==> config.mk <==
export PLATFORM = sky130hd
export DESIGN_NAME = ahb_burst_master
export DESIGN_NICKNAME = d
export VERILOG_FILES = /design/src/ahb_pkg.sv /design/src/ahb_burst_master.sv
export SDC_FILE = /design/constraint.sdc
export NUM_CORES = 1
export LEC_CHECK = 0
export ABC_AREA = 1
export BUFFER_PORTS_ARGS = -buffer_cell sky130_fd_sc_hd__buf_2
export CAP_MARGIN = 20
export CORE_UTILIZATION = 52
export CTS_BUF_LIST = sky130_fd_sc_hd__clkbuf_16
export DETAILED_ROUTE_END_ITERATION = 6
export HOLD_SLACK_MARGIN = 0.06
export PLACE_DENSITY = 0.81
export SETUP_SLACK_MARGIN = 0.3
export SYNTH_ARGS = -nofsm -noshare
export SYNTH_HDL_FRONTEND = slang
export SYNTH_SLANG_ARGS = --single-unit
==> constraint.sdc <==
create_clock -name HCLK -period 3.45 [get_ports HCLK]
set_clock_uncertainty 0.2 [all_clocks]
set_input_delay 0.345 -clock HCLK [delete_from_list [all_inputs] [get_ports HCLK]]
set_output_delay 0.345 -clock HCLK [all_outputs]
set_load 0.01 [all_outputs]
==> src/ahb_pkg.sv <==
`default_nettype none

package ahb_pkg;

  //////////////////////////////////////////////////
  // Widths and sizes
  //////////////////////////////////////////////////

  // Bus widths
  localparam int ADDR_W     = 16;
  localparam int DATA_W     = 32;
  // One strobe per byte lane
  localparam int STRB_W     = DATA_W / 8;

  // Write buffer, power of two so pointers wrap by themselves
  localparam int FIFO_DEPTH = 8;
  localparam int FIFO_AW    = $clog2(FIFO_DEPTH);

  // Slave memory in words
  localparam int RAM_WORDS  = 256;
  localparam int RAM_AW     = $clog2(RAM_WORDS);

  //////////////////////////////////////////////////
  // AHB encodings
  //////////////////////////////////////////////////

  typedef enum logic [1:0] {
    HTRANS_IDLE   = 2'b00,
    HTRANS_BUSY   = 2'b01,
    HTRANS_NONSEQ = 2'b10,
    HTRANS_SEQ    = 2'b11
  } htrans_e;

  // Only sizes up to the bus width
  typedef enum logic [2:0] {
    HSIZE_B8  = 3'b000,
    HSIZE_B16 = 3'b001,
    HSIZE_B32 = 3'b010
  } hsize_e;

  typedef enum logic [2:0] {
    HBURST_SINGLE = 3'b000,
    HBURST_INCR   = 3'b001,
    HBURST_WRAP4  = 3'b010,
    HBURST_INCR4  = 3'b011,
    HBURST_WRAP8  = 3'b100,
    HBURST_INCR8  = 3'b101,
    HBURST_WRAP16 = 3'b110,
    HBURST_INCR16 = 3'b111
  } hburst_e;

  // Burst master sequencing
  typedef enum logic [1:0] {
    ST_IDLE = 2'b00,
    ST_ADDR = 2'b01,
    ST_LAST = 2'b10
  } m_state_e;

  //////////////////////////////////////////////////
  // Bundles
  //////////////////////////////////////////////////

  // Host command, len only counts for INCR
  typedef struct packed {
    logic [ADDR_W-1:0] addr;
    hsize_e            size;
    hburst_e           burst;
    logic              write;
    logic [4:0]        len;
  } burst_cmd_t;

  // Master to slave request, address phase plus write data
  typedef struct packed {
    logic [ADDR_W-1:0] haddr;
    logic              hwrite;
    hsize_e            hsize;
    hburst_e           hburst;
    htrans_e           htrans;
    logic [DATA_W-1:0] hwdata;
  } ahb_req_t;

endpackage

`default_nettype wire

==> src/ahb_burst_master.sv <==
`default_nettype none

module ahb_burst_master (
  input  logic                       HCLK,
  input  logic                       rst_n,
  input  ahb_pkg::burst_cmd_t        cmd,
  input  logic                       cmd_start,
  output logic                       busy,
  input  logic                       fifo_empty,
  input  logic [ahb_pkg::DATA_W-1:0] fifo_head,
  output logic                       fifo_pop,
  output ahb_pkg::ahb_req_t          req,
  input  logic [ahb_pkg::DATA_W-1:0] hrdata,
  input  logic                       hready,
  output logic [ahb_pkg::DATA_W-1:0] rdata,
  output logic                       rdata_valid
);

  // Beats in a burst, INCR takes the host count
  function automatic logic [4:0] burst_beats(ahb_pkg::hburst_e b, logic [4:0] len);
    case (b)
      ahb_pkg::HBURST_SINGLE: return 5'd1;
      ahb_pkg::HBURST_INCR:   return (len == 5'd0) ? 5'd1 : len;
      ahb_pkg::HBURST_WRAP4,
      ahb_pkg::HBURST_INCR4:  return 5'd4;
      ahb_pkg::HBURST_WRAP8,
      ahb_pkg::HBURST_INCR8:  return 5'd8;
      default:                return 5'd16;
    endcase
  endfunction

  // Bytes per beat
  function automatic logic [2:0] size_bytes(ahb_pkg::hsize_e s);
    case (s)
      ahb_pkg::HSIZE_B8:  return 3'd1;
      ahb_pkg::HSIZE_B16: return 3'd2;
      default:            return 3'd4;
    endcase
  endfunction

  // Valid low bytes of a beat
  function automatic logic [ahb_pkg::DATA_W-1:0] size_mask(ahb_pkg::hsize_e s);
    case (s)
      ahb_pkg::HSIZE_B8:  return 32'h0000_00ff;
      ahb_pkg::HSIZE_B16: return 32'h0000_ffff;
      default:            return 32'hffff_ffff;
    endcase
  endfunction

  ahb_pkg::m_state_e          state;
  ahb_pkg::htrans_e           htrans;
  ahb_pkg::hsize_e            hsize_q;
  ahb_pkg::hburst_e           hburst_q;
  ahb_pkg::hsize_e            dp_size;
  logic [ahb_pkg::ADDR_W-1:0] haddr_q;
  logic [ahb_pkg::ADDR_W-1:0] step;
  logic [ahb_pkg::ADDR_W-1:0] wrap_mask;
  logic [ahb_pkg::ADDR_W-1:0] next_addr;
  logic [ahb_pkg::DATA_W-1:0] hwdata_q;
  logic [4:0]                 beats_left;
  logic [4:0]                 beats_fixed;
  logic [1:0]                 dp_off;
  logic                       hwrite_q;
  logic                       pend;
  logic                       first;
  logic                       hold_q;
  logic                       stall_q;
  logic                       stall;
  logic                       xfer;
  logic                       dp_valid;
  logic                       dp_write;

  //////////////////////////////////////////////////
  // Address stepping
  //////////////////////////////////////////////////

  always_comb
  begin
    step        = {{(ahb_pkg::ADDR_W-3){1'b0}}, size_bytes(hsize_q)};
    // INCR counts as one beat here, only WRAP uses the mask
    beats_fixed = burst_beats(hburst_q, 5'd1);
    wrap_mask   = step * {{(ahb_pkg::ADDR_W-5){1'b0}}, beats_fixed} - 1'b1;
    if (hburst_q inside {ahb_pkg::HBURST_WRAP4, ahb_pkg::HBURST_WRAP8,
                         ahb_pkg::HBURST_WRAP16})
      next_addr = (haddr_q & ~wrap_mask) | ((haddr_q + step) & wrap_mask);
    else
      next_addr = haddr_q + step;
  end

  //////////////////////////////////////////////////
  // Transfer type
  //////////////////////////////////////////////////

  // Write beat waits on an empty buffer
  // During a wait state the previous choice is kept so HTRANS holds
  assign stall = hold_q ? stall_q : (hwrite_q && fifo_empty);

  always_comb
  begin
    if (!pend)
      htrans = ahb_pkg::HTRANS_IDLE;
    else if (stall)
      htrans = first ? ahb_pkg::HTRANS_IDLE : ahb_pkg::HTRANS_BUSY;
    else
      htrans = first ? ahb_pkg::HTRANS_NONSEQ : ahb_pkg::HTRANS_SEQ;
  end

  // A real beat sits in the address phase
  assign xfer     = pend && !stall;
  // Head leaves the buffer as its address phase completes
  assign fifo_pop = hready && xfer && hwrite_q;
  assign busy     = (state != ahb_pkg::ST_IDLE);

  always_comb
  begin
    req.haddr  = haddr_q;
    req.hwrite = hwrite_q;
    req.hsize  = hsize_q;
    req.hburst = hburst_q;
    req.htrans = htrans;
    req.hwdata = hwdata_q;
  end

  //////////////////////////////////////////////////
  // Burst FSM
  //////////////////////////////////////////////////

  always_ff @(posedge HCLK or negedge rst_n)
  begin
    if (!rst_n)
    begin
      state      <= ahb_pkg::ST_IDLE;
      haddr_q    <= '0;
      hwrite_q   <= 1'b0;
      hsize_q    <= ahb_pkg::HSIZE_B8;
      hburst_q   <= ahb_pkg::HBURST_SINGLE;
      beats_left <= '0;
      pend       <= 1'b0;
      first      <= 1'b0;
      hold_q     <= 1'b0;
      stall_q    <= 1'b0;
    end
    else
    begin
      hold_q  <= !hready;
      stall_q <= stall;
      case (state)
        ahb_pkg::ST_IDLE:
        begin
          // Latch the command, NONSEQ follows one edge later
          if (cmd_start)
          begin
            haddr_q    <= cmd.addr;
            hwrite_q   <= cmd.write;
            hsize_q    <= cmd.size;
            hburst_q   <= cmd.burst;
            beats_left <= burst_beats(cmd.burst, cmd.len);
            first      <= 1'b1;
            state      <= ahb_pkg::ST_ADDR;
          end
        end
        ahb_pkg::ST_ADDR:
        begin
          if (hready)
          begin
            if (!pend)
              pend <= 1'b1;
            else if (xfer)
            begin
              first <= 1'b0;
              // last address out, only its data phase remains
              if (beats_left == 5'd1)
              begin
                pend  <= 1'b0;
                state <= ahb_pkg::ST_LAST;
              end
              else
              begin
                beats_left <= beats_left - 1'b1;
                haddr_q    <= next_addr;
              end
            end
          end
        end
        ahb_pkg::ST_LAST:
        begin
          if (hready && dp_valid)
            state <= ahb_pkg::ST_IDLE;
        end
        default:
          state <= ahb_pkg::ST_IDLE;
      endcase
    end
  end

  //////////////////////////////////////////////////
  // Data phase
  //////////////////////////////////////////////////

  always_ff @(posedge HCLK or negedge rst_n)
  begin
    if (!rst_n)
    begin
      dp_valid    <= 1'b0;
      rdata_valid <= 1'b0;
    end
    else
    begin
      if (hready)
        dp_valid <= xfer;
      // One cycle after the read data phase completes
      rdata_valid <= hready && dp_valid && !dp_write;
    end
  end

  always_ff @(posedge HCLK)
  begin
    if (hready && xfer)
    begin
      dp_write <= hwrite_q;
      dp_size  <= hsize_q;
      dp_off   <= haddr_q[1:0];
      // Beat moves up onto its byte lanes
      if (hwrite_q)
        hwdata_q <= (fifo_head & size_mask(hsize_q)) << {haddr_q[1:0], 3'b000};
    end
    // Read beat comes back down to bit 0
    if (hready && dp_valid && !dp_write)
      rdata <= (hrdata >> {dp_off, 3'b000}) & size_mask(dp_size);
  end

endmodule

`default_nettype wire

# After elaboration in Yosys (flattened, before gate mapping)
# Index checks and enable logic that the tools add are counted.
# op_classes
n_mux,42
reduce_logical,29
n_eq_ne,23
shifts,2
addsub,3
multipliers,1
bitwise_logic,6
# op_table
op,count
$pmux 32 s2,2
$mux 16,6
$mux 32,3
$and 32x32->32,2
$and 16x16->16,2
$pmux 16 s2,1
$shl 32x5->32,1
$shr 32x5->32,1
$mux 5,6
$pmux 5 s4,1
$add 16x3->16,1
$mux 2,8
$not 16->16,1
$or 16x16->16,1
$eq 3x3->1 const B,5
$pmux 5 s3,1
$ne 2x2->1 const B,7
$eq 3x1->1 const B,4
$eq 3x2->1 const B,4
$logic_not 3->1,4
$reduce_and 6->1,2
$mux 1,10
$pmux 5 s2,1
$reduce_or 2->1,5
17 further kinds,27
# totals
out_inout_bits,92
regBits,106
elab_cells,123
in_bits,97

# Logic depth before layout (Yosys ltp)
# logic_depth
ltp_word,14
mapped_depth,19
depth_no_buf,18

# Worst setup path after synthesis
# Ideal clock, no wire load.
# synth_path
path_kind,register -> register
start,register hwrite_q
end,"register hwdata_q[0] (netlist bit), enable pin"
setup_ns,0.427
required_time_ns,2.823
stages_incl_launch_ff,6
path_slack_ns,0.288
period_less_slack_ns,3.162
n_path_buf,0
arrival_ns,2.535
path_cell_list,dfrtp_1 -> nand3_1 -> nand3_1 -> nor2_1 -> inv_1 -> nor2_1
# synth_via
elab_chain_cells,6
# synth_rtl
item,line_no,text
start: declaration,ahb_burst_master.sv:63,logic hwrite_q;
start signal: assignment,ahb_burst_master.sv:154,hwrite_q <= cmd.write;
$logic_and 1x1->1,ahb_burst_master.sv:96,assign stall = hold_q ? stall_q : (hwrite_q && fifo_empty);
$mux 1,ahb_burst_master.sv:96,
$logic_not 1->1,ahb_burst_master.sv:109,assign xfer = pend && !stall;
$logic_and 1x1->1,ahb_burst_master.sv:109,
$logic_and 1x1->1,ahb_burst_master.sv:218,if (hready && xfer)
$reduce_and 2->1 (no source line) (*),--,
end signal: assignment,ahb_burst_master.sv:225,"hwdata_q <= (fifo_head & size_mask(hsize_q)) << {haddr_q[1:0], 3'b000};"
end: declaration,ahb_burst_master.sv:59,logic [ahb_pkg::DATA_W-1:0] hwdata_q;
# Every way passes the cells marked *; elsewhere a longest branch is shown, timed or not.
# A chain may end at the register's enable or synchronous reset.

==> results.yml <==
synth:
  synth.most_common_cell: "nand2_1"
  yosysTopAreaCellShare_pct: 34.0
  synth.largest_area_cell: "edfxtp_1"
  syn_nets: 873
  synth.distinct_cells: 43
  yosysWarnings: 0
  synthFlopType: "edfxtp_1"
  synth_cells: 756
  synthTopCellsByArea: "edfxtp_1 34%, dfrtp_1 15%, nand2_1 12%, inv_1 5.9%, nor2_1 5.1%"
  avgSynthCellArea_sq_um: 8.18
  synth-seq-area-share_pct: 48.5
  ys_ff_latch: 106
  async_flop_share_pct: 34.0
  syn-cell-area_sq_um: 6190
  ys_top_cells_by_count: "193 x nand2_1, 97 x inv_1, 84 x nor2_1"
  synth_edf_count: 70
worst_setup_path:
  start_kind: "flip-flop"
  crit_type: "reg2reg"
  critPathBufInv: 3
  max_stage_delay_ns: 0.50
  critPathTopFamily: "simple AND/OR/NAND/NOR gates"
  worstSetupEndpointType: "flip-flop"
  startpoint: "hsize_q[2]$_DFFE_PN0P_"
  crit_top_cell: "nand2_2"
  cp.required_ns: 3.53
  crit_fanout: 5
  r2r-start: "hsize_q[2]$_DFFE_PN0P_"
  regToRegSetupSlack_ns: 0.39
  cp_cell_sequence: "nor2_4, nand2_4, inv_4, nand2_4, ha_4, fa_1, inv_2, ha_4, nand2_2, nor2_2, nand2_2, nand2_1, nand2_2, nand3_4, nand2_8, inv_8, nor2_2, nor2_1"
  arrival_ns: 3.14
  crit_path_top_delay_cell: "fa_1"
route:
  avgViaCountPerCell: 5.50
  num_vias: 6053
  firstDrtPassIters: 7
  routed.top_layer: "met4"
  routed-wl-met2_um: 7800
  drc: 38
  dr.first_iter.drc_count: 715
  ant_nets: 0
  wl_um: 16400
  post_drt_wl_per_cell_um: 14.9
  met3_length_um: 1430
  drt-met1-wl_um: 6810
outcome:
  violations: "DRC"
  status: "finished, violations left"
layout:
  num-fill-cells: 893
  drive_above_1_share_pct: 29.6
  area_growth_pct: 27.6
  num_antenna_cells: 0
  fin_util_pct: 68.5
  layout.nets: 1070
cts:
  insertion_delay_ns: 0.34
  cts_max_path_buffers: 2
  numClockSinks: 106
  cts-root-buf: "clkbuf_16"
  htree_levels: 3
  cts_buffers: 9
  cts.clk_slew.worst_paths_ns: 0.07
  cts_tree: "yes"
min_path:
  hold_class: "in2reg"
  hold_path_startpoint: "cmd[14]"
global_routing:
  first_global_vias: 5505
  grt_max_degree: 51
  grt_overflow: 0
  grt_antenna_before_repair: 0
  grt_util_all_layers_pct: 26.6
  grt_pass1_wl_um: 26200
floorplanning:
  die_area_sq_um: 12300
  die_w_um: 111
  initial_core_util_pct: 53.7
  rows: 39
  coreArea_sq_um: 11500
  pin_count: 189
  die_h_um: 111
power_and_ir_drop:
  p_switching_mw: 3.38
  p_leak_nw: 3.79
  pwr-share-comb_pct: 56.5
  p_int_mw: 4.03
  swShare_pct: 45.6
  p_clk_share_pct: 14.2
  peakVddDrop_uv: 573
  seq_power_share_pct: 29.2
  p_per_area_nw_per_um2: 939
sta:
  tightestPinTransition_ns: 1.11
  hold_viol: 0
  slew_headroom_pct: 25.6
  min_period_ns: 3.06
  rsz0062_at_grt: "true"
  max_freq_ghz: 0.326
  setup_tns_ns: 0
  slew_violations: 0
  finalSetupViolations: 0
  period_share_pct: 88.8
run:
  cap_violations: 0
placed_design:
  hpwlAfterDp_um: 11600
  place_congestion: 0.898
  port_buffers: 188
[layout by cell type, fill, tap and decap left out, types with 4 or more instances in the layout]
cell type	count
o32ai_1	4
nor2_1	71
o21ai_0	55
o22ai_1	7
ha_1	10
a22oi_1	9
nor2_4	6
inv_2	6
nor2_2	14
nand3_1	32
o31ai_1	10
nand2_1	183
buf_4	22
ha_4	6
clkbuf_16	9
a311oi_1	8
edfxtp_1	70
buf_2	188
dlygate4sd3_1	6
dfrtp_1	34
nand4_1	9
nand2_2	11
nor3_1	19
inv_1	94
fa_1	4
a21oi_1	30
[power by group through the flow]
stage | Clock [mW] | Combinational [mW] | Sequential, mW
6_report | 1.05 | 4.19 | 2.17
5_1_grt | 1.12 | 4.64 | 2.21
4_1_cts | 1.06 | 3.66 | 2.15
3_5_place_dp | 0 | 3.55 | 2.17
3_3_place_gp | 0 | 3.49 | 2.16
2_1_floorplan | 0 | 2.49 | 2.26
[cells by family after synthesis]
family / share of synthesized area (%)
buffers and inverters: 8.86
AND/OR/NAND/NOR: 24.1
AO/OA/AOI/OAI: 12.9
flip-flops: 48.5
XOR/XNOR: 0.566
multiplexers: 0.546
adder cells (fa/ha/maj): 4.53
[layout make-up]
cell class              count  area (sq um)  share of cell area (%)
flip-flops and latches    106          3010                    38.1
multi-input cells         516          2840                    35.9
repair buffers            216          1170                    14.8
inverters                 103           402                    5.09
clock buffers               9           225                    2.85
well taps                 143           179                    2.27
clock inverters             7          75.1                   0.951
repair inverters            1          3.75                  0.0476
[per-layer routing]
| layer | vias to the layer above | track usage, % |
|---|---|---|
| met5 | - | 0 |
| met4 | 0 | 9.10 |
| met3 | 42 | 3.72 |
| met2 | 345 | 45.1 |
| met1 | 2751 | 35.3 |
| li1 | 2915 | - |
[through the flow]
step,cell area (sq um),power [mW],instances,worst slack (ns),hold slack (ns)
3_3_place_gp,7260,5.65,1069,0.208,0.255
4_1_cts,7660,6.87,1094,0.311,0.0601
3_5_place_dp,7260,5.72,1069,0.120,0.260
6_report,7890,7.41,1101,0.386,0.0620
5_1_grt,7890,7.97,1101,0.242,0.0667
2_1_floorplan,6200,4.74,756,0.320,-0.151
[path summary, 6_finish.rpt]
check                                          end  cells past startpoint
max                                      flip-flop                     18
min                                      flip-flop                      3
max reg2reg                              flip-flop                     18
min reg2reg                      stall_q$_DFF_PN0_                      2
max in group asynchronous  hburst_q[1]$_DFFE_PN0P_                      2
min in group asynchronous                async pin                      2
[worst min-delay path: cells and delay by family]
family          cells  cell delay [ns]
compound gates      1             0.09
buf+inv             1             0.09
simple gates        1             0.06
[repair_timing]
| item | CTS | global route |
|---|---|---|
| endpoints found under the setup margin | 11 | 11 |
| hold endpoints to repair | 41 | 0 |
| buffers inserted | 2 | 7 |
| resized for setup | 6 | 42 |
| pin swaps | 1 | 12 |
| hold buffers | 6 | 0 |
| cloned | 1 | 0 |
No activity file was read; power rests on OpenSTA's default activity.
