<file path="src/ahb_pkg.sv">
`default_nettype none

package ahb_pkg;

  //////////////////////////////////////////////////
  // Widths and sizes
  //////////////////////////////////////////////////

  // Bus widths
  localparam int ADDR_W     = 16;
  localparam int DATA_W     = 32;
  // One strobe per byte lane
  localparam int STRB_W     = DATA_W / 8;

  // Write buffer, power of two so pointers wrap by themselves
  localparam int FIFO_DEPTH = 8;
  localparam int FIFO_AW    = $clog2(FIFO_DEPTH);

  // Slave memory in words
  localparam int RAM_WORDS  = 256;
  localparam int RAM_AW     = $clog2(RAM_WORDS);

  //////////////////////////////////////////////////
  // AHB encodings
  //////////////////////////////////////////////////

  typedef enum logic [1:0] {
    HTRANS_IDLE   = 2'b00,
    HTRANS_BUSY   = 2'b01,
    HTRANS_NONSEQ = 2'b10,
    HTRANS_SEQ    = 2'b11
  } htrans_e;

  // Only sizes up to the bus width
  typedef enum logic [2:0] {
    HSIZE_B8  = 3'b000,
    HSIZE_B16 = 3'b001,
    HSIZE_B32 = 3'b010
  } hsize_e;

  typedef enum logic [2:0] {
    HBURST_SINGLE = 3'b000,
    HBURST_INCR   = 3'b001,
    HBURST_WRAP4  = 3'b010,
    HBURST_INCR4  = 3'b011,
    HBURST_WRAP8  = 3'b100,
    HBURST_INCR8  = 3'b101,
    HBURST_WRAP16 = 3'b110,
    HBURST_INCR16 = 3'b111
  } hburst_e;

  // Burst master sequencing
  typedef enum logic [1:0] {
    ST_IDLE = 2'b00,
    ST_ADDR = 2'b01,
    ST_LAST = 2'b10
  } m_state_e;

  //////////////////////////////////////////////////
  // Bundles
  //////////////////////////////////////////////////

  // Host command, len only counts for INCR
  typedef struct packed {
    logic [ADDR_W-1:0] addr;
    hsize_e            size;
    hburst_e           burst;
    logic              write;
    logic [4:0]        len;
  } burst_cmd_t;

  // Master to slave request, address phase plus write data
  typedef struct packed {
    logic [ADDR_W-1:0] haddr;
    logic              hwrite;
    hsize_e            hsize;
    hburst_e           hburst;
    htrans_e           htrans;
    logic [DATA_W-1:0] hwdata;
  } ahb_req_t;

endpackage

`default_nettype wire

</file>
<file path="src/ahb_wdata_fifo.sv">
`default_nettype none

module ahb_wdata_fifo (
  input  logic                       HCLK,
  input  logic                       rst_n,
  input  logic                       push,
  input  logic [ahb_pkg::DATA_W-1:0] din,
  input  logic                       pop,
  output logic [ahb_pkg::DATA_W-1:0] head,
  output logic                       empty,
  output logic                       full
);

  logic [ahb_pkg::DATA_W-1:0]  mem [ahb_pkg::FIFO_DEPTH];
  logic [ahb_pkg::FIFO_AW-1:0] wptr;
  logic [ahb_pkg::FIFO_AW-1:0] rptr;
  logic [ahb_pkg::FIFO_AW:0]   count;
  logic                        do_push;
  logic                        do_pop;

  // Push into a full buffer only goes through alongside a pop
  assign do_push = push && (!full || pop);
  assign do_pop  = pop && !empty;

  assign empty = (count == '0);
  // Depth is a power of two, so the top count bit means full
  assign full  = count[ahb_pkg::FIFO_AW];

  // Oldest entry, seen without a pop
  assign head = mem[rptr];

  // Storage
  always_ff @(posedge HCLK)
  begin
    if (do_push)
      mem[wptr] <= din;
  end

  // Pointers and occupancy
  always_ff @(posedge HCLK or negedge rst_n)
  begin
    if (!rst_n)
    begin
      wptr  <= '0;
      rptr  <= '0;
      count <= '0;
    end
    else
    begin
      if (do_push)
        wptr <= wptr + 1'b1;
      if (do_pop)
        rptr <= rptr + 1'b1;
      // Count moves only when one side acts alone
      case ({do_push, do_pop})
        2'b10:   count <= count + 1'b1;
        2'b01:   count <= count - 1'b1;
        default: count <= count;
      endcase
    end
  end

endmodule

`default_nettype wire

</file>
<file path="config.mk">
export PLATFORM = sky130hd
export DESIGN_NAME = ahb_wdata_fifo
export DESIGN_NICKNAME = d
export VERILOG_FILES = /design/src/ahb_pkg.sv /design/src/ahb_wdata_fifo.sv
export SDC_FILE = /design/constraint.sdc
export NUM_CORES = 1
export LEC_CHECK = 0
export ABC_AREA = 1
export BUFFER_PORTS_ARGS = -buffer_cell sky130_fd_sc_hd__buf_2
export CAP_MARGIN = 20
export CORE_AREA = 8 8 147 149
export DETAILED_ROUTE_END_ITERATION = 6
export DIE_AREA = 0 0 155 157
export PLACE_DENSITY = 0.84
export SYNTH_ARGS = -nofsm -noshare
export SYNTH_HDL_FRONTEND = slang
export SYNTH_SLANG_ARGS = --single-unit
</file>
<file path="constraint.sdc">
create_clock -name HCLK -period 2.9 [get_ports HCLK]
set_input_delay 0.29 -clock HCLK [delete_from_list [all_inputs] [get_ports HCLK]]
set_output_delay 0.29 -clock HCLK [all_outputs]
set_load 0.005 [all_outputs]
</file>
# Yosys cells after proc, flatten, opt, wreduce, memory -nomap -nowiden

Memories as Yosys holds them, arrays and structs flattened.
Index checks and enable logic that the tools add are counted.

Add/subtract/negate cells: 4
Equal/unequal tests: 2
Muxes and demuxes: 3
Reductions and logical operators: 7

Operator list:

| kind                                                               | number |
|---|---|
| 4-bit one-hot mux with 2 select lines                              | 1 |
| 3-bit by 1-bit adder with 3-bit output, second input constant      | 2 |
| 4-bit by 1-bit adder with 4-bit output, second input constant      | 1 |
| 4-bit zero test                                                    | 1 |
| 4-bit by 1-bit subtractor with 4-bit output, second input constant | 1 |
| 2-bit by 1-bit == test with 1-bit output, second input constant    | 1 |
| 2-bit == test, second input constant                               | 1 |
| 1-bit logical AND                                                  | 2 |
| 1-bit zero test                                                    | 2 |
| 1-bit 2-to-1 mux                                                   | 2 |
| 2-bit nonzero test                                                 | 1 |
| 1-bit logical OR                                                   | 1 |

Flip-flop bits (word level): 10
Bits in writable memories: 256
Word-level logic and storage cells: 20
Memories kept: 1

Memory list:

| memory | depth | width | read ports | clocked after Yosys merged registers in | write ports | line                 | source |
|---|---|---|---|---|---|---|---|
| mem    | 8     | 32    | 1          | 0                                       | 1           | ahb_wdata_fifo.sv:14 | `logic [ahb_pkg::DATA_W-1:0] mem [ahb_pkg::FIFO_DEPTH];` |

# Depth between registers and ports, before layout

Gate-level depths: netlist (run 1).

Word-level depth: 5
Depth in mapped cells: 12
Mapped depth without buffers: 12

# Least setup slack after synthesis (run 1)

No wires, ideal clock.

Path type: register to register
From: register count[3] (netlist name)
To: memory mem[0][0] (netlist name), enable pin
Library setup time: 0.421 ns
Data arrival time: 2.258 ns
Required time: 2.479 ns
Slack: 0.221 ns
Stages on the path, launching flop included: 5
Clock period less this slack: 2.679 ns
Cells stage by stage: dfrtp_1 -> inv_1 -> o21ai_2 -> or2_2 -> nor2_1

Longest elaborated chain between the ends: 5

Ends and longest elaborated chain:

| element                                | line                 | source |
|---|---|---|
| start: declaration                     | ahb_wdata_fifo.sv:17 | `logic [ahb_pkg::FIFO_AW:0] count;` |
| start signal: assignment               | ahb_wdata_fifo.sv:56 | `2'b10: count <= count + 1'b1;` |
| start signal: assignment               | ahb_wdata_fifo.sv:57 | `2'b01: count <= count - 1'b1;` |
| start signal: assignment               | ahb_wdata_fifo.sv:58 | `default: count <= count;` |
| 1-bit zero test                        | ahb_wdata_fifo.sv:22 | `assign do_push = push && (!full \|\| pop);` |
| 1-bit logical OR                       | ahb_wdata_fifo.sv:22 |  |
| 1-bit logical AND                      | ahb_wdata_fifo.sv:22 |  |
| 1-bit 2-to-1 mux                       | ahb_wdata_fifo.sv:35 | `if (do_push)` |
| 1-bit 2-to-1 mux (implied by the code) | ahb_wdata_fifo.sv:36 | `mem[wptr] <= din;` |
| end: declaration                       | ahb_wdata_fifo.sv:14 |  |

No other way between the ends.

# Final worst setup path (run 1)

From: register rptr[0] (netlist name)
To: output head[8] (netlist name)

Longest elaborated chain between the ends: 1

Ends and longest elaborated chain:

| element                  | line                 | source |
|---|---|---|
| start: declaration       | ahb_wdata_fifo.sv:16 | `logic [ahb_pkg::FIFO_AW-1:0] rptr;` |
| start signal: assignment | ahb_wdata_fifo.sv:53 | `rptr <= rptr + 1'b1;` |
| memory read 8 x 32 bit   | n/a                  |  |
| end: declaration         | ahb_wdata_fifo.sv:9  | `output logic [ahb_pkg::DATA_W-1:0] head,` |

No other way between the ends.

==> flow_summary.ini, run 1 <==
[layout]
area_growth_pct = 14.3
mostFrequentLayoutCell = nand2_1
layout_common_cells = 442 x nand2_1, 258 x nor2_1, 256 x edfxtp_1
drive_gt1_share_pct = 11.2
final_nets = 1299

[logic_synthesis]
synth_top_flop_cell = edfxtp_1
syn-instance-count = 1188
synth_area_leaders = edfxtp_1 66%, nand2_1 14%, nor2_1 8.6%
synth.avg_cell_area_um2 = 9.78
async_flop_share_pct = 3.76
yosys.area.top_type = edfxtp_1
ys_seq_elements = 266
synth.distinct_cells = 21
synthesis.nets = 1230
yosysTopAreaCellShare_pct = 66.2
yosysSeqAreaShare_pct = 68.3
synth_area_um2 = 11600
synth-warning-count = 0
synth_edf_count = 256

[status]
outcome = completed

[clock_network]
htree_levels = 1
clockBufferDepth = 3
cts_buffers = 26
post_cts_resized = 0
path_clk_slew_ns = 0.07
cts_tree = yes
clock_sinks = 266
cts_root_buf = clkbuf_16
clkLatencyLatePin_ns = 0.52

[sta]
finalCritPeriodShare_pct = 91.0
maxClockFrequency_ghz = 0.379
hold_violations = 0
worst_pin_slew_ns = 0.582
fin_skew_ns = 0.0102
setup_tns_ns = 0
min_period_ns = 2.64
rsz0062_at_grt = no
finalSetupViolCount = 0
hold_slack_ns = 0.0432
slew_viol_final = 0
relSlewSlack_pct = 61.2

[route]
dr.pass1.iters = 5
vias = 7716
vias_per_cell = 5.00
first_iter_violations = 482
ant_nets = 0
wl_per_cell_um = 15.5
totalWireLength_mm = 23.9
drc = 0

[worst_setup_path]
crit_type = flip-flop to primary output
critPathRequiredTime_ns = 2.61
crit_fanout = 51
crit_start = rptr[0]
r2r-start = count[3]
crit_buf_inv = 2
critPathCaptureType = primary output
crit_chain = buf_4 -> nor2_1 -> nor2_1 -> nand2_1 -> nand2_1 -> nand2_1 -> nand2_1 -> buf_2
slowest_delay_ns = 0.80
cp_slowest_cell = dfrtp_4
arrival_ns = 2.35
cp_top_family = flip-flops
cp_common_cell = nand2_1
start_kind = flip-flop

[global_route]
grt_util_met2_pct = 36.4
antenna_found_initial = 2
grt.total_usage_pct = 20.0
busiest_layer = met2
met3_usage_pct = 3.26
globalRoute.totalOverflow = 0
grt_pass1_wl_mm = 38.2
grt_use_met1_pct = 23.2
grt_pass1_vias = 7672
grt_max_degree = 73

[hold_path]
worstHoldStart = din[4]
hold_path.class = primary input to flip-flop

[die]
die_height_um = 157
row_count = 51
die_area_um2 = 24300
ioPinCount = 70
initial_core_util_pct = 60.5
core_um2 = 19200
die_width_um = 155

[run]
cap_violations = 0

[power_and_ir_drop]
power_density_nw_per_um2 = 990
total_power_w = 0.0132
power.leakage_nw = 5.82
ir_drop_uv = 845

[place]
io_buffer_count = 69
dp_hpwl_mm = 14.5
place.gp.congestion = 0.736
==> cells in the mapped netlist (2+ instances only) <==
cell type and instances:
buf_1 7, buf_2 24, buf_4 2, buf_6 10, clkbuf_1 6, dfrtp_1 10, edfxtp_1 256, ha_1 5
inv_1 142, nand2_1 442, nand3_1 4, nor2_1 266, o21ai_0 3, or2_2 2, xor2_1 3
==> sequential cells by signal (all words and copies together), names as in the netlist <==
signal and count:
rptr 3, wptr 3, mem 256, count 4
==> per-stage QoR <==
step	instance area, um^2	setup slack [ns]	util (%)	instances
floorplan	11600	0.221	-	1188
global placement	12300	0.866	64.2	1493
detailed placement	12300	0.790	64.2	1493
CTS	13300	0.264	69.1	1542
global route	13300	0.0706	69.1	1542
finish	13300	0.262	69.1	1543
==> area by class of cell <==
cell class	instances	area [um^2]
Sequential cell	266	7940
Fill cell	1369	5930
Multi-Input combinational cell	730	2910
Clock buffer	29	683
Timing Repair Buffer	90	631
Inverter	143	537
Tap cell	265	332
Clock inverter	19	249
Antenna cell	1	2.50
==> logic make-up (layout without fill, tap and decap cells) <==
kind of cell / after synthesis / count (layout) / share of synthesized area, %
other: 0 / 1 / 0
buffers and inverters: 192 / 281 / 7.17
AND/OR/NAND/NOR: 716 / 716 / 23.3
adder cells (fa/ha/maj): 6 / 6 / 0.711
XOR/XNOR: 4 / 4 / 0.302
flip-flops: 266 / 266 / 68.3
AO/OA/AOI/OAI: 4 / 4 / 0.205
==> path summary, 6_finish.rpt <==
check / endpoint / slack [ns] / cells past startpoint
max: head[8] / 0.26 / 8
min in group asynchronous: count[2] / 0.15 / 2
max reg2reg: count[3] / 0.78 / 11
max in group asynchronous: rptr[0] / 2.53 / 2
min reg2reg: count[0] / 0.52 / 1
min: mem[1][4] / 0.04 / 1
==> report_power, final <==
part	switching, W	internal, W
clock network	0.00139	0.00223
logic	0.00292	0.00153
registers	0.000311	0.00477
==> routing by layer <==
metal,vias to the layer above,share of wire (%)
met3,62,5.1
met2,201,52
li1,3827,-
met5,-,0.092
met4,4,2.9
met1,3622,40
==> what timing repair did <==
action | CTS | global route
hold endpoints to repair | 10 | 0
setup buffers | 0 | 0
setup endpoints to repair | 0 | 0
hold buffers | 1 | 0
Power figures use the tool's default switching activity.
==> run 2, diff against run 1 <==
- REMOVE_ABC_BUFFERS: unset -> 1
==> flow_summary.ini, run 2 (synthesis results as in run 1) <==
[die]
initial_core_util_pct = 60.5
die_area_um2 = 24300
die_height_um = 157
core_um2 = 19200
row_count = 51
die_width_um = 155
ioPinCount = 70

[route]
totalWireLength_mm = 24.9
vias_per_cell = 5.05
ant_nets = 0
dr.pass1.iters = 6
first_iter_violations = 671
drc = 0
vias = 7812
wl_per_cell_um = 16.1

[clock_network]
clockBufferDepth = 3
htree_levels = 1
clkLatencyLatePin_ns = 0.52
postCtsSetupRepairBufs = 0
cts_root_buf = clkbuf_16
clock_sinks = 266
cts_buffers = 27
cts_tree = yes
path_clk_slew_ns = 0.06

[sta]
hold_slack_ns = 0.0454
finalCritPeriodShare_pct = 90.4
relSlewSlack_pct = 57.9
rsz0062_at_grt = no
hold_violations = 0
maxClockFrequency_ghz = 0.381
slew_viol_final = 0
worst_pin_slew_ns = 0.631
finalSetupViolCount = 0
min_period_ns = 2.62
fin_skew_ns = 0.00971
setup_tns_ns = 0

[layout]
drive_gt1_share_pct = 11.6
final_nets = 1302
mostFrequentLayoutCell = nand2_1
max_flop_register = mem
largestRegisters = mem x256, count x4
final_area_um2 = 13300
fillers = 1285
largest_reg_flops = 256
area_growth_pct = 14.3
layout_common_cells = 442 x nand2_1, 258 x nor2_1, 256 x edfxtp_1

[global_route]
grt_max_degree = 90
grt.total_usage_pct = 20.6
grt_pass1_vias = 7820
grt_pass1_wl_mm = 39.4
globalRoute.totalOverflow = 0
antenna_found_initial = 2

[power_and_ir_drop]
netSwitchingPower_w = 0.00470
total_power_w = 0.0133
power.leakage_nw = 5.83
internal_power_w = 0.00861
seqPwrFrac_pct = 38.1
swShare_pct = 35.3
p_comb_share_pct = 33.6
clockPowerShare_pct = 28.3
power_density_nw_per_um2 = 1000
ir_drop_uv = 704

[worst_setup_path]
r2r-start = count[3]
crit_type = flip-flop to primary output
critPathCaptureType = primary output
crit_start = rptr[0]
rrSetupSlack_ns = 0.71
crit_fanout = 89
start_kind = flip-flop
worst-r2r-cell-count = 6
setup.worst_path.end = head[25]
arrival_ns = 2.33
reg2reg_to = mem[5][4]
critPathRequiredTime_ns = 2.61

[place]
dp_hpwl_mm = 14.8
io_buffer_count = 69
place.gp.congestion = 0.785
place_area_um2 = 12300

[run]
cap_violations = 0

[hold_path]
hold_path.class = primary input to flip-flop

[status]
outcome = completed
[run 2: power by group through the flow]
stage          Sequential [W]  Combinational (W)  Clock [W]
6_report              0.00507            0.00447    0.00376
3_3_place_gp          0.00511            0.00427          0
2_1_floorplan         0.00534            0.00240          0
5_1_grt               0.00512            0.00507    0.00392
3_5_place_dp          0.00514            0.00444          0
4_1_cts               0.00507            0.00451    0.00379
[run 2: area by class of cell]
| class | count | area, um^2 | area share [%] |
|---|---|---|---|
| multi-input combinational | 730 | 2910 | 21.9 |
| antenna | 1 | 2.50 | 0.0188 |
| inverter | 143 | 537 | 4.04 |
| clock inverter | 18 | 272 | 2.04 |
| timing repair buffer | 92 | 596 | 4.49 |
| sequential | 266 | 7940 | 59.8 |
| clock buffer | 31 | 691 | 5.20 |
| tap | 265 | 332 | 2.50 |
[run 2: how the worst min path moves through the flow]
stage	from	endpoint	slack, ns	depth (start not counted)
floorplan	rst_n	count[0]	-0.006	0
detailed placement	rst_n	count[3]	0.17	1
global placement	rst_n	count[2]	0.16	1
finish	din[29]	mem[5][29]	0.05	1
CTS	din[29]	mem[7][29]	0.03	1
global route	din[7]	mem[4][7]	0.04	1
[run 2: what timing repair did]
| action | 4_1_cts | 5_1_grt |
|---|---|---|
| gates resized for setup | 0 | 0 |
| hold endpoints to repair | 10 | 0 |
| hold buffers | 1 | 0 |
[run 2: metrics by stage]
stage | util (%) | setup slack [ns] | std cells
floorplan | - | -2.14 | 1139
finish | 69.1 | 0.278 | 1546
global placement | 64.1 | 0.835 | 1495
CTS | 69.1 | 0.266 | 1545
detailed placement | 64.1 | 0.707 | 1495
global route | 69.1 | 0.117 | 1545
[run 2: per-layer routing]
| metal | wire length [um] | up-vias | global-route usage (%) | share of wire (%) |
|---|---|---|---|---|
| met5 | 11 | - | 0 | 0.044 |
| met4 | 752 | 2 | 8.21 | 3.0 |
| li1 | - | 3831 | - | - |
| met2 | 12600 | 301 | 36.5 | 51 |
| met1 | 9850 | 3614 | 24.7 | 40 |
| met3 | 1670 | 64 | 3.59 | 6.7 |
[run 2: critical path, stage by stage (launching register included)]
cell	delay, ns
dfrtp_4	0.73
buf_12	0.38
nor2_1	0.12
nor2_1	0.14
nand2_1	0.07
nand2_1	0.06
nand2_1	0.05
nand2_1	0.10
buf_2	0.12
==> run 3, diff against run 2 <==
--- a/config.mk
+++ b/config.mk
@@ -8,5 +8,5 @@
 export ABC_AREA = 1
 export BUFFER_PORTS_ARGS = -buffer_cell sky130_fd_sc_hd__buf_2
-export CAP_MARGIN = 20
+export CAP_MARGIN = 10
 export CORE_AREA = 8 8 147 149
 export DETAILED_ROUTE_END_ITERATION = 6
==> constraint.sdc (replaced) <==
create_clock -name HCLK -period 2.9 [get_ports HCLK]
set_input_delay 0.87 -clock HCLK [delete_from_list [all_inputs] [get_ports HCLK]]
set_output_delay 0.87 -clock HCLK [all_outputs]
set_load 0.005 [all_outputs]
==> flow_summary.ini, run 3 (synthesis results as in run 1) <==
[layout]
drive_gt1_share_pct = 12.7
fillers = 1222
mostFrequentLayoutCell = nand2_1
antenna_cells = 0
largest_reg_flops = 256
max_flop_register = mem
final_core_util_pct = 70.0
layout_common_cells = 440 x nand2_1, 256 x edfxtp_1, 253 x nor2_1
largestRegisters = mem x256, count x4
final_nets = 1310
area_growth_pct = 15.7

[die]
initial_core_util_pct = 60.5
row_count = 51
die_area_um2 = 24300
ioPinCount = 70
die_width_um = 155
die_height_um = 157
core_um2 = 19200

[route]
drc = 0
dr.pass1.iters = 5
totalWireLength_mm = 27.1
vias_per_cell = 5.25
vias = 8160
wl_per_cell_um = 17.4
ant_nets = 0
first_iter_violations = 795

[sta]
fin_skew_ns = 0.0105
worst_pin_slew_ns = 0.419
hold_violations = 0
slew_viol_final = 0
finalCritPeriodShare_pct = 100
min_period_ns = 2.90
finalSetupViolCount = 2
rsz0062_at_grt = yes
hold_slack_ns = 0.220
maxClockFrequency_ghz = 0.344
relSlewSlack_pct = 72.1
fin_ws_ns = -0.00387

[place]
dp_hpwl_mm = 14.7
io_buffer_count = 69
place.gp.congestion = 0.788

[worst_setup_path]
critPathRequiredTime_ns = 2.03
cp_slowest_cell = dfrtp_4
slowest_delay_ns = 0.57
crit_type = flip-flop to primary output
crit_chain = buf_12 -> clkbuf_16 -> nor2_1 -> nor2_1 -> nand2_1 -> nand2_1 -> nand2_2 -> nand2_1 -> buf_2
cp_common_cell = nand2_1
start_kind = flip-flop
arrival_ns = 2.03
crit_fanout = 8
critPathCaptureType = primary output

[global_route]
grt_pass1_wl_mm = 40.6
grt_max_degree = 67
antenna_found_initial = 1
grt_pass1_vias = 8128
grt.total_usage_pct = 21.2
globalRoute.totalOverflow = 0

[clock_network]
cts_tree = yes
path_clk_slew_ns = 0.06
clkLatencyLatePin_ns = 0.52
cts_buffers = 26
htree_levels = 1
clock_sinks = 266
cts_root_buf = clkbuf_16
clockBufferDepth = 3
cts.hold.buffers_added = 0

[status]
violations = setup timing
outcome = finished with violations

[run]
cap_violations = 0

[power_and_ir_drop]
power.leakage_nw = 5.91
total_power_w = 0.0136
power_density_nw_per_um2 = 1010
ir_drop_uv = 563

[hold_path]
hold_path.class = primary input to asynchronous set/reset pin
-- run 3: cell count changes in the layout (fill, tap and decap cells not counted), sizes merged --
| cell | before | now |
|---|---|---|
| clkinv | 9 | 10 |
| buf | 91 | 98 |
| clkinvlp | 2 | 1 |
| diode | 1 | 0 |
| dlygate4sd3 | 1 | 0 |
| clkbuf | 31 | 36 |
| bufinv | 7 | 4 |
-- run 3: layer usage --
metal  vias to the layer above  wire, um  GRT usage [%]
met3                        96      2290           3.67
li1                       3847         -              -
met2                       435     13800           37.7
met5                         -         8              0
met4                         2       949           8.59
met1                      3780     10100           25.2
-- run 3: power by group --
group / internal (W) / switching, W / leakage, nW / total [W]
Sequential: 0.00478 / 0.000231 / 2.44 / 0.00501
Combinational: 0.00179 / 0.00331 / 3.03 / 0.00510
Clock: 0.00210 / 0.00139 / 0.441 / 0.00349
Total: 0.00867 / 0.00493 / 5.91 / 0.0136
-- run 3: worst max-delay path: cells and delay by family (launching register included) --
kind	cells	cell delay [ns]
buffers and inverters	3	0.47
and+or+nand+nor	6	0.47
DFF	1	0.57
-- run 3: stage by stage --
stage	std cells	cell area, um^2	TNS (ns)	worst slack (ns)
finish	1553	13400	-0.00501	-0.00387
global route	1553	13400	-0.330	-0.0847
CTS	1547	13300	-0.0501	-0.0187
detailed placement	1498	12300	0	0.507
global placement	1498	12300	0	0.574
floorplan	1139	11300	-108.64	-2.63
-- run 3: timing repair --
action | in CTS | in global routing
resized for setup | 2 | 18
endpoints found under the setup margin | 8 | 31
buffers inserted | 0 | 1
gates cloned | 1 | 5
-- run 3: final cells by class --
type,count,area (um^2),area share [%]
Clock buffer,33,718,5.34
Clock inverter,15,174,1.29
Inverter,143,539,4.01
Multi-Input combinational cell,730,2920,21.8
Sequential cell,266,7940,59.1
Tap cell,265,332,2.47
Timing Repair Buffer,101,808,6.01
-- run 3: final timing paths --
kind,endpoint,slack [ns],depth (start not counted),startpoint
max,head[23],-0.004,9,rptr[0]
min,count[2],0.22,1,rst_n
max reg2reg,count[3],0.71,11,count[3]
min reg2reg,count[0],0.50,1,count[0]
max in group asynchronous,rptr[0],2.43,1,rst_n
min in group HCLK,count[0],0.50,1,count[0]
